[src/hdl/mem_pkg.sv]
package mem_pkg;

    typedef logic [31:0] word_t;   // data or instruction word
    typedef logic [31:0] mask_t;   // 1 = bit is written
    typedef logic [31:0] addr_t;   // byte address
    typedef logic [63:0] mtime_t;  // full width of mtime / mtimecmp

    typedef enum logic [1:0] {
        wait_cmd   = 2'd0,
        wait_ready = 2'd1,
        wait_read  = 2'd2
    } arb_state_t;

    // memory map
    localparam addr_t TIMER_BASE    = 32'hf000_0000;
    localparam word_t READ_ALL_ONES = 32'hffff_ffff;

    // timer register select, byte offset / 4
    localparam logic [1:0] TMR_MTIME_LO = 2'd0;
    localparam logic [1:0] TMR_MTIME_HI = 2'd1;
    localparam logic [1:0] TMR_CMP_LO   = 2'd2;
    localparam logic [1:0] TMR_CMP_HI   = 2'd3;

    // masked merge shared by the RAM and the timer registers
    function automatic word_t merge_word(
        input word_t old_word,
        input word_t new_word,
        input mask_t mask
    );
        return (old_word & ~mask) | (new_word & mask);
    endfunction

endpackage

[src/hdl/mem_map_ctrl.sv]
`timescale 1ns/100ps

module mem_map_ctrl
    import mem_pkg::*;
#(
    parameter int MEM_WORDS = 1024
) (
    input  logic  clk,
    input  logic  rst,

    // port from the arbiter
    input  logic  mem_cmd_start,
    input  logic  mem_cmd_write,
    output logic  mem_cmd_ready,
    input  addr_t mem_addr,
    input  word_t mem_wdata,
    input  mask_t mem_wmask,
    output word_t mem_rdata,
    output logic  mem_rdata_valid,

    // word RAM
    output logic                         ram_we,
    output logic                         ram_re,
    output logic [$clog2(MEM_WORDS)-1:0] ram_index,
    output word_t                        ram_wdata,
    output mask_t                        ram_wmask,
    input  word_t                        ram_rdata,

    // timer block
    output logic       tmr_we,
    output logic [1:0] tmr_sel,
    output word_t      tmr_wdata,
    input  word_t      tmr_rdata
);

    localparam int    IDX_W     = $clog2(MEM_WORDS);
    localparam addr_t RAM_LIMIT = addr_t'(MEM_WORDS * 4);

    logic  in_ram;
    logic  in_tmr;
    logic  accept;
    logic  wr_accept;
    logic  rd_accept;

    logic  rd_p1;   // read in stage 1
    logic  p1_ram;  // region of the stage 1 read
    logic  p1_tmr;
    word_t tmr_q;   // timer word sampled at accept

    // region decode, low two address bits ignored
    assign in_ram = (mem_addr < RAM_LIMIT);
    assign in_tmr = (mem_addr[31:4] == TIMER_BASE[31:4]);

    assign accept    = mem_cmd_start && mem_cmd_ready;
    assign wr_accept = accept && mem_cmd_write;
    assign rd_accept = accept && !mem_cmd_write;

    // writes to unmapped space fall through here
    assign ram_we    = wr_accept && in_ram;
    assign ram_re    = rd_accept && in_ram;
    assign ram_index = mem_addr[IDX_W+1:2];
    assign ram_wdata = mem_wdata;
    assign ram_wmask = mem_wmask;

    assign tmr_we    = wr_accept && in_tmr;
    assign tmr_sel   = mem_addr[3:2];
    assign tmr_wdata = mem_wdata;

    assign mem_cmd_ready = !rd_p1;  // busy only while a read is in stage 1

    always_ff @(posedge clk) begin
        if (rst) begin
            rd_p1           <= 1'b0;
            mem_rdata_valid <= 1'b0;
        end else begin
            rd_p1           <= rd_accept;
            mem_rdata_valid <= rd_p1;
        end
    end

    always_ff @(posedge clk) begin
        if (rd_accept) begin
            p1_ram <= in_ram;
            p1_tmr <= in_tmr;
            tmr_q  <= tmr_rdata;  // matches the RAM's one cycle
        end
        if (rd_p1) begin
            if (p1_ram)
                mem_rdata <= ram_rdata;
            else if (p1_tmr)
                mem_rdata <= tmr_q;
            else
                mem_rdata <= READ_ALL_ONES;
        end
    end

endmodule

[config.mk]
export PLATFORM = sky130hd
export DESIGN_NAME = mem_map_ctrl
export DESIGN_NICKNAME = d
export VERILOG_FILES = /design/src/hdl/mem_pkg.sv /design/src/hdl/mem_map_ctrl.sv
export SDC_FILE = /design/constraint.sdc
export NUM_CORES = 1
export LEC_CHECK = 0
export ABC_AREA = 1
export BUFFER_PORTS_ARGS = -buffer_cell sky130_fd_sc_hd__buf_2
export CAP_MARGIN = 20
export CORE_AREA = 2 2 121 123
export CTS_CLUSTER_DIAMETER = 150
export DETAILED_ROUTE_END_ITERATION = 12
export DIE_AREA = 0 0 123 125
export MAX_ROUTING_LAYER = met4
export SETUP_SLACK_MARGIN = 0.5
export SLEW_MARGIN = 20
export SYNTH_ARGS = -nofsm -noshare
export SYNTH_HDL_FRONTEND = slang
export SYNTH_SLANG_ARGS = --single-unit
[constraint.sdc]
create_clock -name clk -period 3.07 [get_ports clk]
set_input_delay 0.1535 -clock clk [delete_from_list [all_inputs] [get_ports clk]]
set_output_delay 0.1535 -clock clk [all_outputs]
set_load 0.02 [all_outputs]
Word level (Yosys, flattened, before mapping):

Cells that the tools add are included.

* magnitude comparators: 1
* eq/ne operators: 1
* multiplexer cells: 2
* reduce and logical (&&, ||, !) cells: 8

Operators by type and width (number)
* two-way mux 32 bit: 2
* less-than comparator 32 x 13 -> 1 bit, second input constant: 1
* == test 28 bit, second input constant: 1
* logical AND 1 bit: 6
* zero test 1 bit: 2

* register bits: 68
* input bits: 164
* output and inout port bits: 145
* logic and storage cells: 18

Depth between registers and ports, before layout:

Gate-level depths: netlist of the first run.

* depth in word-level cells: 4
* depth in mapped cells: 5
* mapped depth without buffers: 5

Worst setup path after synthesis of the first run:

No wires, ideal clock.

* path kind: reg2out
* start point: register rd_p1
* end point: output port ram_re
* arrival: 3.088 ns
* data required time: 2.917 ns
* slack: -0.172 ns
* stages on the path, launching flop included: 6
* buffers on the path: 0
* cells stage by stage: dfxtp_1 -> inv_1 -> nand2_1 -> nor2_1 -> inv_1 -> nor2_1

* cells in the longest elaborated chain, start to end: 4

Ends and longest elaborated chain
* from (decl): line mem_map_ctrl.sv:45 `logic rd_p1;`
* from (signal assigned): line mem_map_ctrl.sv:76 `rd_p1 <= rd_accept;`
* zero test 1 bit: line mem_map_ctrl.sv:69 `assign mem_cmd_ready = !rd_p1;`
* net mem_cmd_ready: line mem_map_ctrl.sv:14 `output logic mem_cmd_ready,`
* logical AND 1 bit: line mem_map_ctrl.sv:54 `assign accept = mem_cmd_start && mem_cmd_ready;`
* logical AND 1 bit: line mem_map_ctrl.sv:56 `assign rd_accept = accept && !mem_cmd_write;`
* net rd_accept: line mem_map_ctrl.sv:43 `logic rd_accept;`
* logical AND 1 bit: line mem_map_ctrl.sv:60 `assign ram_re = rd_accept && in_ram;`
* to (decl): line mem_map_ctrl.sv:23 `output logic ram_re,`

The timed path passes the listed nets, and every way through them passes these cells.

Worst setup path after layout of the first run:

* start point: register rd_p1
* end point: output port ram_re

* cells in the longest elaborated chain, start to end: 4

Ends and longest elaborated chain (line)
* zero test 1 bit: mem_map_ctrl.sv:69
* logical AND 1 bit: mem_map_ctrl.sv:54
* logical AND 1 bit: mem_map_ctrl.sv:56
* net rd_accept: mem_map_ctrl.sv:43
* logical AND 1 bit: mem_map_ctrl.sv:60

The timed path passes the listed nets, and every way through them passes these cells.

==> results of run 1 <==
metrics by stage:
step	std cells	worst slack, ns	power (W)	utilization
after global routing	564	0.8360	0.002262	0.2817
after CTS	562	0.9148	0.002200	0.2803
after detailed placement	533	1.059	0.001226	0.2507
final	564	1.016	0.002174	0.2817
after global placement	533	1.093	0.001222	0.2507
after floorplan	325	0.7693	0.001330	-
registers in the layout, indices dropped and copies added (netlist names):
signal           count
mem_rdata           32
tmr_q               32
mem_rdata_valid      1
p1_ram               1
p1_tmr               1
rd_p1                1
repair_timing:
item,CTS,global route
endpoints found under the hold margin,16,2
resized for setup,0,0
hold buffers,15,2
endpoints found under the setup margin,0,0
final cells by class:
class / count / area [sq um]
inverter: 6 / 22.52
multi-input combinational: 133 / 569.3
timing repair buffer: 159 / 885.9
clock inverter: 5 / 45.04
fill: 1513 / 10200
tap: 184 / 230.2
clock buffer: 9 / 225.2
sequential: 68 / 2023
synthesized netlist by cell type, drive strengths merged:
| library cell | count |
|---|---|
| buf | 116 |
| inv | 6 |
| nand3b | 1 |
| o21ai | 32 |
| nand2 | 42 |
| dfxtp | 2 |
| nor2 | 54 |
| clkbuf | 2 |
| nor3 | 2 |
| nand3 | 2 |
| edfxtp | 66 |
worst max-delay path by stage:
stage                     cells past startpoint  slack [ns]        end
final                                         6        1.02     ram_re
after global routing                          6        0.84     ram_re
after CTS                                     6        0.91     ram_re
after detailed placement                      4        1.06  tmr_q[13]
after global placement                        4        1.09   tmr_q[8]
after floorplan                               5        0.77     ram_re
per-layer routing:
metal	up-vias	track usage
met3	20	0.1095
met1	985	0.1029
met2	182	0.2327
met4	0	0.04679
li1	1066	-
met5	-	-
logic make-up (layout without fill, tap and decap cells):
logic type	count (synthesis)	after routing	share of synthesized area
flops	68	68	0.5817
simple gates	101	101	0.1155
compound gates	32	32	0.04608
buf+inv	124	179	0.2567
cells in the final DEF, fill, tap and decap left out:
master / n
o21ai_0: 25
nor2_4: 1
nor2_1: 51
buf_4: 2
nor3_1: 1
buf_2: 140
o21ai_1: 7
inv_2: 1
dlygate4sd3_1: 17
clkbuf_16: 9
dfxtp_2: 1
nor2_2: 2
bufinv_16: 1
nand3_1: 2
nand3b_2: 1
edfxtp_1: 66
inv_1: 5
clkinv_1: 4
dfxtp_1: 1
nor3_2: 1
nand2_1: 42
power by group through the flow:
stage               Sequential, W  Clock [W]  Combinational [W]
floorplan                 0.00110          0           0.000235
global placement          0.00109          0           0.000137
detailed placement        0.00109          0           0.000140
CTS                       0.00107   0.000976           0.000155
global route              0.00107    0.00102           0.000170
finish                    0.00107   0.000952           0.000154
==> impl_metrics.env, run 1 <==
export IMPL_route_top_layer_used="met4"
export IMPL_placementRows=44
export IMPL_grt_pass1_vias=2228
export IMPL_num_vias=2253
export IMPL_min_path_type="in2reg"
export IMPL_path_clk_slew_ns=0.05
export IMPL_root_buffer="clkbuf_16"
export IMPL_dr_pass1_iters=4
export IMPL_placed_area_sq_mm=0.003561
export IMPL_ys_seq_elements=68
export IMPL_drt_iter0_markers=125
export IMPL_io_pins=309
export IMPL_tightestPinTransition_ns=0.8069
export IMPL_r2r_start="rd_p1"
export IMPL_postSynthNetCount=489
export IMPL_yosys_area_top_type_share=0.5702
export IMPL_hold_violations=0
export IMPL_crit_top_cell="inv_1"
export IMPL_synth_distinct_cells=17
export IMPL_dieHeight_um=125
export IMPL_wirelength_um=10370
export IMPL_yosysWarnings=0
export IMPL_initial_core_util=0.2447
export IMPL_dr_wl_met3_um=1909
export IMPL_clkPwrFrac=0.438
export IMPL_endpoint_kind="output pin"
export IMPL_overflow=0
export IMPL_min_period_over_period=0.6689
export IMPL_hold_path_depth=1
export IMPL_tns_ns=0
export IMPL_worstHoldStart="tmr_rdata[1]"
export IMPL_drt_wirelength_per_cell_um=18.38
export IMPL_avgSynthCellArea_sq_um=10.69
export IMPL_wl_met1_um=2775
export IMPL_die_area_sq_mm=0.01538
export IMPL_powerDensity_mw_per_mm2=543.3
export IMPL_swShare=0.2010
export IMPL_cts_tree="done"
export IMPL_period_needed_ns=2.054
export IMPL_leakagePower_nw=1.606
export IMPL_crit_family="flip-flops"
export IMPL_rrSetupSlack_ns=1.16
export IMPL_grt_setup_unrepaired="no"
export IMPL_start_kind="register"
export IMPL_cp_cell_sequence="inv_1 > nand2_1 > nor2_4 > inv_1 > nor2_1 > buf_2"
export IMPL_antenna_found_initial=0
export IMPL_portBuffers=140
export IMPL_cts_sinks=68
export IMPL_drc=0
export IMPL_diodes=0
export IMPL_regToRegEndpoint="tmr_q[17]"
export IMPL_outcome="completed"
export IMPL_hpwlAfterDp_um=8423
export IMPL_slew_headroom=0.4621
export IMPL_netlist_instances=325
export IMPL_netlist_area_sq_mm=0.003476
export IMPL_fin_skew_ns=0.003865
export IMPL_nNetsFinal=541
export IMPL_track_usage=0.1351
export IMPL_crit_start="rd_p1"
export IMPL_cts_setup_buffers=0
export IMPL_clock_path_buffers=2
export IMPL_post_route_cells_drive_above_1_share=0.4184
export IMPL_clock_fmax_mhz=487.0
export IMPL_max_stage_delay_ns=0.56
export IMPL_place_gp_congestion=0.8620
export IMPL_coreArea_sq_mm=0.01420
export IMPL_arrival_ns=1.90
export IMPL_holdWs_ns=0.01503
export IMPL_path_buf_inv=3
export IMPL_synth_top_area_cell="edfxtp_1"
export IMPL_irDropWorstVdd_v=0.0002258
export IMPL_critPathMaxFanout=33
export IMPL_p_int_w=0.001737
export IMPL_pwr_share_seq=0.491
export IMPL_grt_max_degree=43
export IMPL_cts_made_buffers=9
export IMPL_ys_seq_area_frac=0.5817
export IMPL_design_area_sq_mm=0.004001
export IMPL_synth_area_leaders="edfxtp_1 (57%), buf_4 (24%), nor2_1 (5.6%)"
export IMPL_maxCapViolCount=0
export IMPL_die_w_um=123
export IMPL_reg2reg_depth=4
export IMPL_grt_pass1_wl_um=14210
export IMPL_met2_length_um=5508
export IMPL_clock_insertion_delay_worst_skew_ns=0.33
export IMPL_required_ns=2.92
export IMPL_min_to="tmr_q[1]"
export IMPL_comb_power_share=0.071
export IMPL_htree_levels=3
export IMPL_viasPerCell=3.995
export IMPL_ant_nets=0
export IMPL_p_sw_w=0.0004370
export IMPL_syn_to_final_growth_pct=15.12
export IMPL_setup_viol=0
export IMPL_worstSetupPathType="reg2out"
export IMPL_crit_slowest_cell="dfxtp_2"
export IMPL_drv_slew=0
No activity file was read; power rests on OpenSTA's default activity.
==> inputs of run 2 (changes only) <==
==> constraint.sdc (replaced) <==
create_clock -name clk -period 2.03 [get_ports clk]
set_input_delay 0.1015 -clock clk [delete_from_list [all_inputs] [get_ports clk]]
set_output_delay 0.1015 -clock clk [all_outputs]
set_load 0.02 [all_outputs]
==> run 2 against run 1 <==
Effect of this change: register-to-register slack worse by 0.43 ns; clock power up 76%; core utilization up 2.1 points; global-route usage about the same; final cell count up 3.9%; critical path depth unchanged; via count up 5.9%; clock skew up 0.0035 ns; largest cell class unchanged; largest power group is now clock.
==> impl_metrics.env, run 2 (same netlist as run 1, synthesis figures left out) <==
export IMPL_drt_iter0_markers=160
export IMPL_setup_viol=0
export IMPL_root_buffer="clkbuf_16"
export IMPL_holdWs_ns=0.06209
export IMPL_leakagePower_nw=1.729
export IMPL_portBuffers=140
export IMPL_io_pins=309
export IMPL_reg2reg_depth=2
export IMPL_drv_slew=0
export IMPL_irDropWorstVdd_v=0.0003342
export IMPL_cts_resized=0
export IMPL_fin_total_pwr_w=0.003557
export IMPL_syn_to_final_growth_pct=23.51
export IMPL_cts_sinks=68
export IMPL_final_cells=586
export IMPL_powerDensity_mw_per_mm2=828.5
export IMPL_regToRegEndpoint="mem_rdata[8]"
export IMPL_hold_violations=0
export IMPL_ant_nets=0
export IMPL_grt_setup_unrepaired="no"
export IMPL_outcome="completed"
export IMPL_grt_max_degree=34
export IMPL_hpwlAfterDp_um=8343
export IMPL_num_vias=2385
export IMPL_post_route_cells_drive_above_1_share=0.4279
export IMPL_worstHoldStart="ram_rdata[7]"
export IMPL_rrSetupSlack_ns=0.73
export IMPL_path_clk_slew_ns=0.05
export IMPL_antenna_found_initial=0
export IMPL_start_kind="register"
export IMPL_cp_cell_sequence="inv_6 > nand2_4 > nor2_4 > inv_2 > nor2_4 > buf_2"
export IMPL_viasPerCell=4.070
export IMPL_worstSetupPathType="reg2out"
export IMPL_die_area_sq_mm=0.01538
export IMPL_r2r_start="p1_ram"
export IMPL_dr_pass1_iters=4
export IMPL_place_inst=534
export IMPL_clock_fmax_mhz=731.4
export IMPL_slew_headroom=0.6291
export IMPL_tightestPinTransition_ns=0.5556
export IMPL_min_path_type="in2reg"
export IMPL_min_to="mem_rdata[7]"
export IMPL_crit_slowest_cell="dfxtp_4"
export IMPL_diodes=0
export IMPL_clock_path_buffers=2
export IMPL_wirelength_um=10480
export IMPL_grt_pass1_vias=2410
export IMPL_period_needed_ns=1.367
export IMPL_placementRows=44
export IMPL_place_gp_congestion=0.8210
export IMPL_htree_levels=3
export IMPL_mostFrequentLayoutCell="buf_2"
export IMPL_drc=0
export IMPL_endpoint_kind="output pin"
export IMPL_min_period_over_period=0.6735
export IMPL_tns_ns=0
export IMPL_crit_top_cell="nor2_4"
export IMPL_dieHeight_um=125
export IMPL_required_ns=1.93
export IMPL_overflow=0
export IMPL_critPathMaxFanout=4
export IMPL_max_stage_delay_ns=0.35
export IMPL_initial_core_util=0.2447
export IMPL_cts_tree="done"
export IMPL_clock_insertion_delay_worst_skew_ns=0.32
export IMPL_nNetsFinal=561
export IMPL_fillCellCount=1497
export IMPL_arrival_ns=1.27
export IMPL_die_w_um=123
export IMPL_cts_made_buffers=9
export IMPL_maxCapViolCount=0
export IMPL_drt_wirelength_per_cell_um=17.88
export IMPL_layout_common_cells="buf_2 (140), edfxtp_1 (66), nor2_1 (50), nand2_1 (41), dlygate4sd3_1 (33)"
export IMPL_reg_largest_list="mem_rdata: 32 flops, tmr_q: 32 flops"
export IMPL_track_usage=0.1353
export IMPL_coreArea_sq_mm=0.01420
export IMPL_hold_path_depth=3
export IMPL_grt_pass1_wl_um=14630
export IMPL_fin_skew_ns=0.007340
==> run 2: metrics by stage <==
stage	util	cell area, sq um	setup WS [ns]
after floorplan	-	3507	0.4581
after global placement	0.2537	3603	0.5860
after detailed placement	0.2537	3603	0.5657
after global routing	0.3022	4293	0.5787
after CTS	0.3017	4285	0.5592
final	0.3022	4293	0.6627
==> run 2: what timing repair did <==
item,in CTS,in global routing
hold buffers,33,0
buffers inserted,2,1
setup endpoints to repair,2,15
hold endpoints to repair,34,0
==> run 2: routing by layer <==
metal  GRT usage  vias to the layer above  part of all wire
met1      0.1023                     1035              0.28
met3      0.1113                       15              0.19
li1            -                     1107                 -
met5           -                        -                 0
met4     0.04078                        0             0.013
met2      0.2356                      228              0.52
==> run 2: worst max-delay path by stage <==
stage	slack [ns]	depth (start not counted)	endpoint	start
finish	0.66	6	ram_re	rd_p1
global route	0.58	6	ram_re	rd_p1
CTS	0.56	2	mem_rdata[8]	p1_ram
detailed placement	0.57	2	mem_rdata[8]	p1_ram
global placement	0.59	2	mem_rdata[26]	p1_ram
floorplan	0.46	3	p1_ram	rd_p1
==> run 2: worst max-delay path: cells and delay by family, from the launching register on <==
family,cells,cell delay (ns)
buffers and inverters,3,0.30
flip-flops,1,0.35
AND/OR/NAND/NOR,3,0.28
==> run 2: power by group <==
| part | internal [W] | switching, W | total, W |
|---|---|---|---|
| registers | 0.00159 | 0.0000128 | 0.00160 |
| logic | 0.000145 | 0.000134 | 0.000278 |
| clock network | 0.00114 | 0.000537 | 0.00168 |
| total | 0.00287 | 0.000683 | 0.00356 |
==> run 2: final cells by class <==
type,instances,area (sq um),area share
clock buffers,12,256.5,0.05975
inverters,6,27.53,0.006412
well taps,184,230.2,0.05363
repair buffers,179,1096,0.2553
clock inverters,4,72.57,0.01690
flip-flops and latches,68,2026,0.4719
multi-input cells,133,584.3,0.1361
==> inputs of run 3 (changes only) <==
--- a/config.mk
+++ b/config.mk
@@ -5,13 +5,13 @@
 export SDC_FILE = /design/constraint.sdc
 export NUM_CORES = 1
 export LEC_CHECK = 0
-export ABC_AREA = 1
+export ABC_AREA = 0
 export BUFFER_PORTS_ARGS = -buffer_cell sky130_fd_sc_hd__buf_2
 export CAP_MARGIN = 20
-export CORE_AREA = 2 2 121 123
+export CORE_AREA = 2 2 120 122
 export CTS_CLUSTER_DIAMETER = 150
 export DETAILED_ROUTE_END_ITERATION = 12
-export DIE_AREA = 0 0 123 125
+export DIE_AREA = 0 0 122 124
 export MAX_ROUTING_LAYER = met4
 export SETUP_SLACK_MARGIN = 0.5
 export SLEW_MARGIN = 20
==> constraint.sdc (replaced) <==
create_clock -name clk -period 1.19 [get_ports clk]
set_input_delay 0.0595 -clock clk [delete_from_list [all_inputs] [get_ports clk]]
set_output_delay 0.0595 -clock clk [all_outputs]
set_load 0.02 [all_outputs]
==> run 3 against run 2 <==
Effect of this change: the run now ends with negative setup slack left; global-route usage increased by 0.88 points; die area decreased by 1.6%; setup slack got worse by 0.77 ns; final cell count decreased by 0.17%; clock skew decreased by 0.0017 ns.
==> impl_metrics.env, run 3 <==
export IMPL_outcome="complete, but fails checks"
export IMPL_violations="negative setup slack"
export IMPL_synth_edf_count=66
export IMPL_io_pins=309
export IMPL_postSynthNetCount=466
export IMPL_crit_slowest_cell="dfxtp_4"
export IMPL_grt_pass1_wl_um=14990
export IMPL_drt_wirelength_per_cell_um=19.56
export IMPL_placementRows=43
export IMPL_viasPerCell=4.060
export IMPL_layout_common_cells="buf_2 (103), edfxtp_1 (66), buf_6 (41), dlygate4sd3_1 (33), inv_1 (32)"
export IMPL_ys_seq_elements=68
export IMPL_portBuffers=140
export IMPL_clock_path_buffers=2
export IMPL_dr_pass1_iters=4
export IMPL_period_needed_ns=1.301
export IMPL_worstHoldStart="ram_rdata[1]"
export IMPL_rrSetupSlack_ns=-0.11
export IMPL_fin_skew_ns=0.005677
export IMPL_ys_async_sr_fraction=0
export IMPL_cts_sinks=68
export IMPL_mostFrequentLayoutCell="buf_2"
export IMPL_htree_levels=3
export IMPL_path_buf_inv=4
export IMPL_synth_top_area_cell="edfxtp_1"
export IMPL_required_ns=1.13
export IMPL_dieHeight_um=124
export IMPL_critPathMaxFanout=3
export IMPL_clock_insertion_delay_worst_skew_ns=0.33
export IMPL_diodes=0
export IMPL_drv_slew=0
export IMPL_netlist_top_cells_count="buf_4 (108), edfxtp_1 (66), nor2_1 (35)"
export IMPL_crit_top_cell="buf_4"
export IMPL_hold_violations=0
export IMPL_root_buffer="clkbuf_16"
export IMPL_num_vias=2375
export IMPL_die_area_sq_mm=0.01513
export IMPL_path_clk_slew_ns=0.05
export IMPL_synth_area_leaders="edfxtp_1 (58%), buf_4 (24%), a21oi_1 (4.7%)"
export IMPL_reg2reg_depth=5
export IMPL_min_path_type="in2reg"
export IMPL_crit_family="buffers and inverters"
export IMPL_clock_fmax_mhz=768.9
export IMPL_netlist_area_sq_mm=0.003435
export IMPL_worst_slack_ns=-0.1106
export IMPL_place_ws_ns=-0.1737
export IMPL_nNetsFinal=566
export IMPL_post_route_cells_drive_above_1_share=0.5802
export IMPL_tightestPinTransition_ns=0.2815
export IMPL_grt_setup_unrepaired="yes"
export IMPL_final_cells=585
export IMPL_synth_most_common_cell="buf_4"
export IMPL_arrival_ns=1.24
export IMPL_grt_max_degree=23
export IMPL_netlist_instances=302
export IMPL_place_inst=513
export IMPL_coreArea_sq_mm=0.01372
export IMPL_min_to="mem_rdata[1]"
export IMPL_start_kind="register"
export IMPL_hold_path_depth=3
export IMPL_track_usage=0.1441
export IMPL_endpoint_kind="output pin"
export IMPL_drc=0
export IMPL_cts_tree="done"
export IMPL_wirelength_um=11440
export IMPL_place_gp_congestion=0.7389
export IMPL_synth_distinct_cells=19
export IMPL_ant_nets=0
export IMPL_worstSetupPathType="reg2out"
export IMPL_leakagePower_nw=2.061
export IMPL_setup_viol=66
export IMPL_max_stage_delay_ns=0.35
export IMPL_maxCapViolCount=0
export IMPL_powerDensity_mw_per_mm2=1123
export IMPL_yosys_area_top_type_share=0.5770
export IMPL_tns_ns=-4.432
export IMPL_min_period_over_period=1.093
export IMPL_initial_core_util=0.2503
export IMPL_yosysWarnings=0
export IMPL_r2r_start="rd_p1"
export IMPL_hpwlAfterDp_um=7971
export IMPL_reg_largest_list="mem_rdata: 32 flops, tmr_q: 32 flops"
export IMPL_ys_seq_area_frac=0.5887
export IMPL_overflow=0
export IMPL_slew_headroom=0.8122
export IMPL_avgSynthCellArea_sq_um=11.37
export IMPL_ys_flop_type="edfxtp_1"
export IMPL_cp_cell_sequence="clkinvlp_4 > buf_4 > buf_6 > buf_4"
export IMPL_fillCellCount=1331
export IMPL_die_w_um=122
export IMPL_cts_made_buffers=9
export IMPL_drt_iter0_markers=112
export IMPL_syn_to_final_growth_pct=46.78
export IMPL_regToRegEndpoint="tmr_q[13]"
export IMPL_irDropWorstVdd_v=0.0006728
export IMPL_antenna_found_initial=0
export IMPL_grt_pass1_vias=2417
-- run 3: cell count changes after synthesis, sizes merged, moves of 4 or more --
cell   change
nor4       +6
buf        -4
nand2     -41
a21oi     +32
o21ai     -32
inv       +28
nor2      -19
-- run 3: cells by family after synthesis --
logic type,share of synthesized area
buffers and inverters,0.2823
flip-flops,0.5887
AND/OR/NAND/NOR,0.08233
AO/OA/AOI/OAI,0.04663
-- run 3: how the worst max path moves through the flow --
stage	slack [ns]	endpoint	cells after the start	start
6_report	-0.11	mem_cmd_ready	4	rd_p1
5_1_grt	-0.18	ram_re	5	rd_p1
4_1_cts	-0.13	ram_re	5	rd_p1
3_5_place_dp	-0.17	ram_re	6	mem_addr[17]
3_3_place_gp	-0.13	ram_re	6	mem_addr[17]
2_1_floorplan	-0.62	p1_ram	3	rd_p1
-- run 3: layout make-up --
type                    count  area, sq um  area share
flip-flops and latches     68         2027      0.4021
repair buffers            201         1668      0.3309
multi-input cells          88        737.0      0.1462
clock buffers              11        232.7     0.04617
well taps                 180        225.2     0.04468
inverters                  34        135.1     0.02681
clock inverters             3        16.27    0.003227
-- run 3: per-layer routing --
layer | GRT usage | routed length, um | up-vias | share of wire
met2 | 0.2483 | 5977 | 201 | 0.52
met5 | - | 0 | - | 0
met3 | 0.1090 | 1885 | 15 | 0.16
met4 | 0.03879 | 131 | 0 | 0.011
li1 | - | - | 1092 | -
met1 | 0.1226 | 3446 | 1067 | 0.30
-- run 3: worst reg2reg max path: stages (launching register included) --
cell,delay (ns)
dfxtp_4,0.35
clkinvlp_4,0.14
nand3_4,0.12
buf_4,0.13
clkinvlp_4,0.12
buf_12,0.18
-- run 3: where the power goes --
part / switching, W / internal (W) / total, W
clock: 0.000893 / 0.00137 / 0.00227
combinational: 0.000283 / 0.000358 / 0.000641
sequential: 0.0000371 / 0.00272 / 0.00275
total: 0.00121 / 0.00445 / 0.00566
-- run 3: timing repair --
item / 4_1_cts / 5_1_grt
resized for setup: 87 / 56
hold endpoints to repair: 34 / 0
setup endpoints to repair: 138 / 139
hold buffers: 33 / 0
cloned: 5 / 2
pin swaps: 4 / 3
buffers inserted: 8 / 10
-- run 3: stage by stage --
step	area, sq um	utilization	power, W	hold slack [ns]
global route	5041	0.3674	0.005862	0.07895
global placement	3672	0.2677	0.003190	0.1191
finish	5041	0.3674	0.005660	0.06990
floorplan	3532	-	0.003444	0.1166
detailed placement	3672	0.2677	0.003200	0.1191
CTS	4730	0.3447	0.005642	0.06089
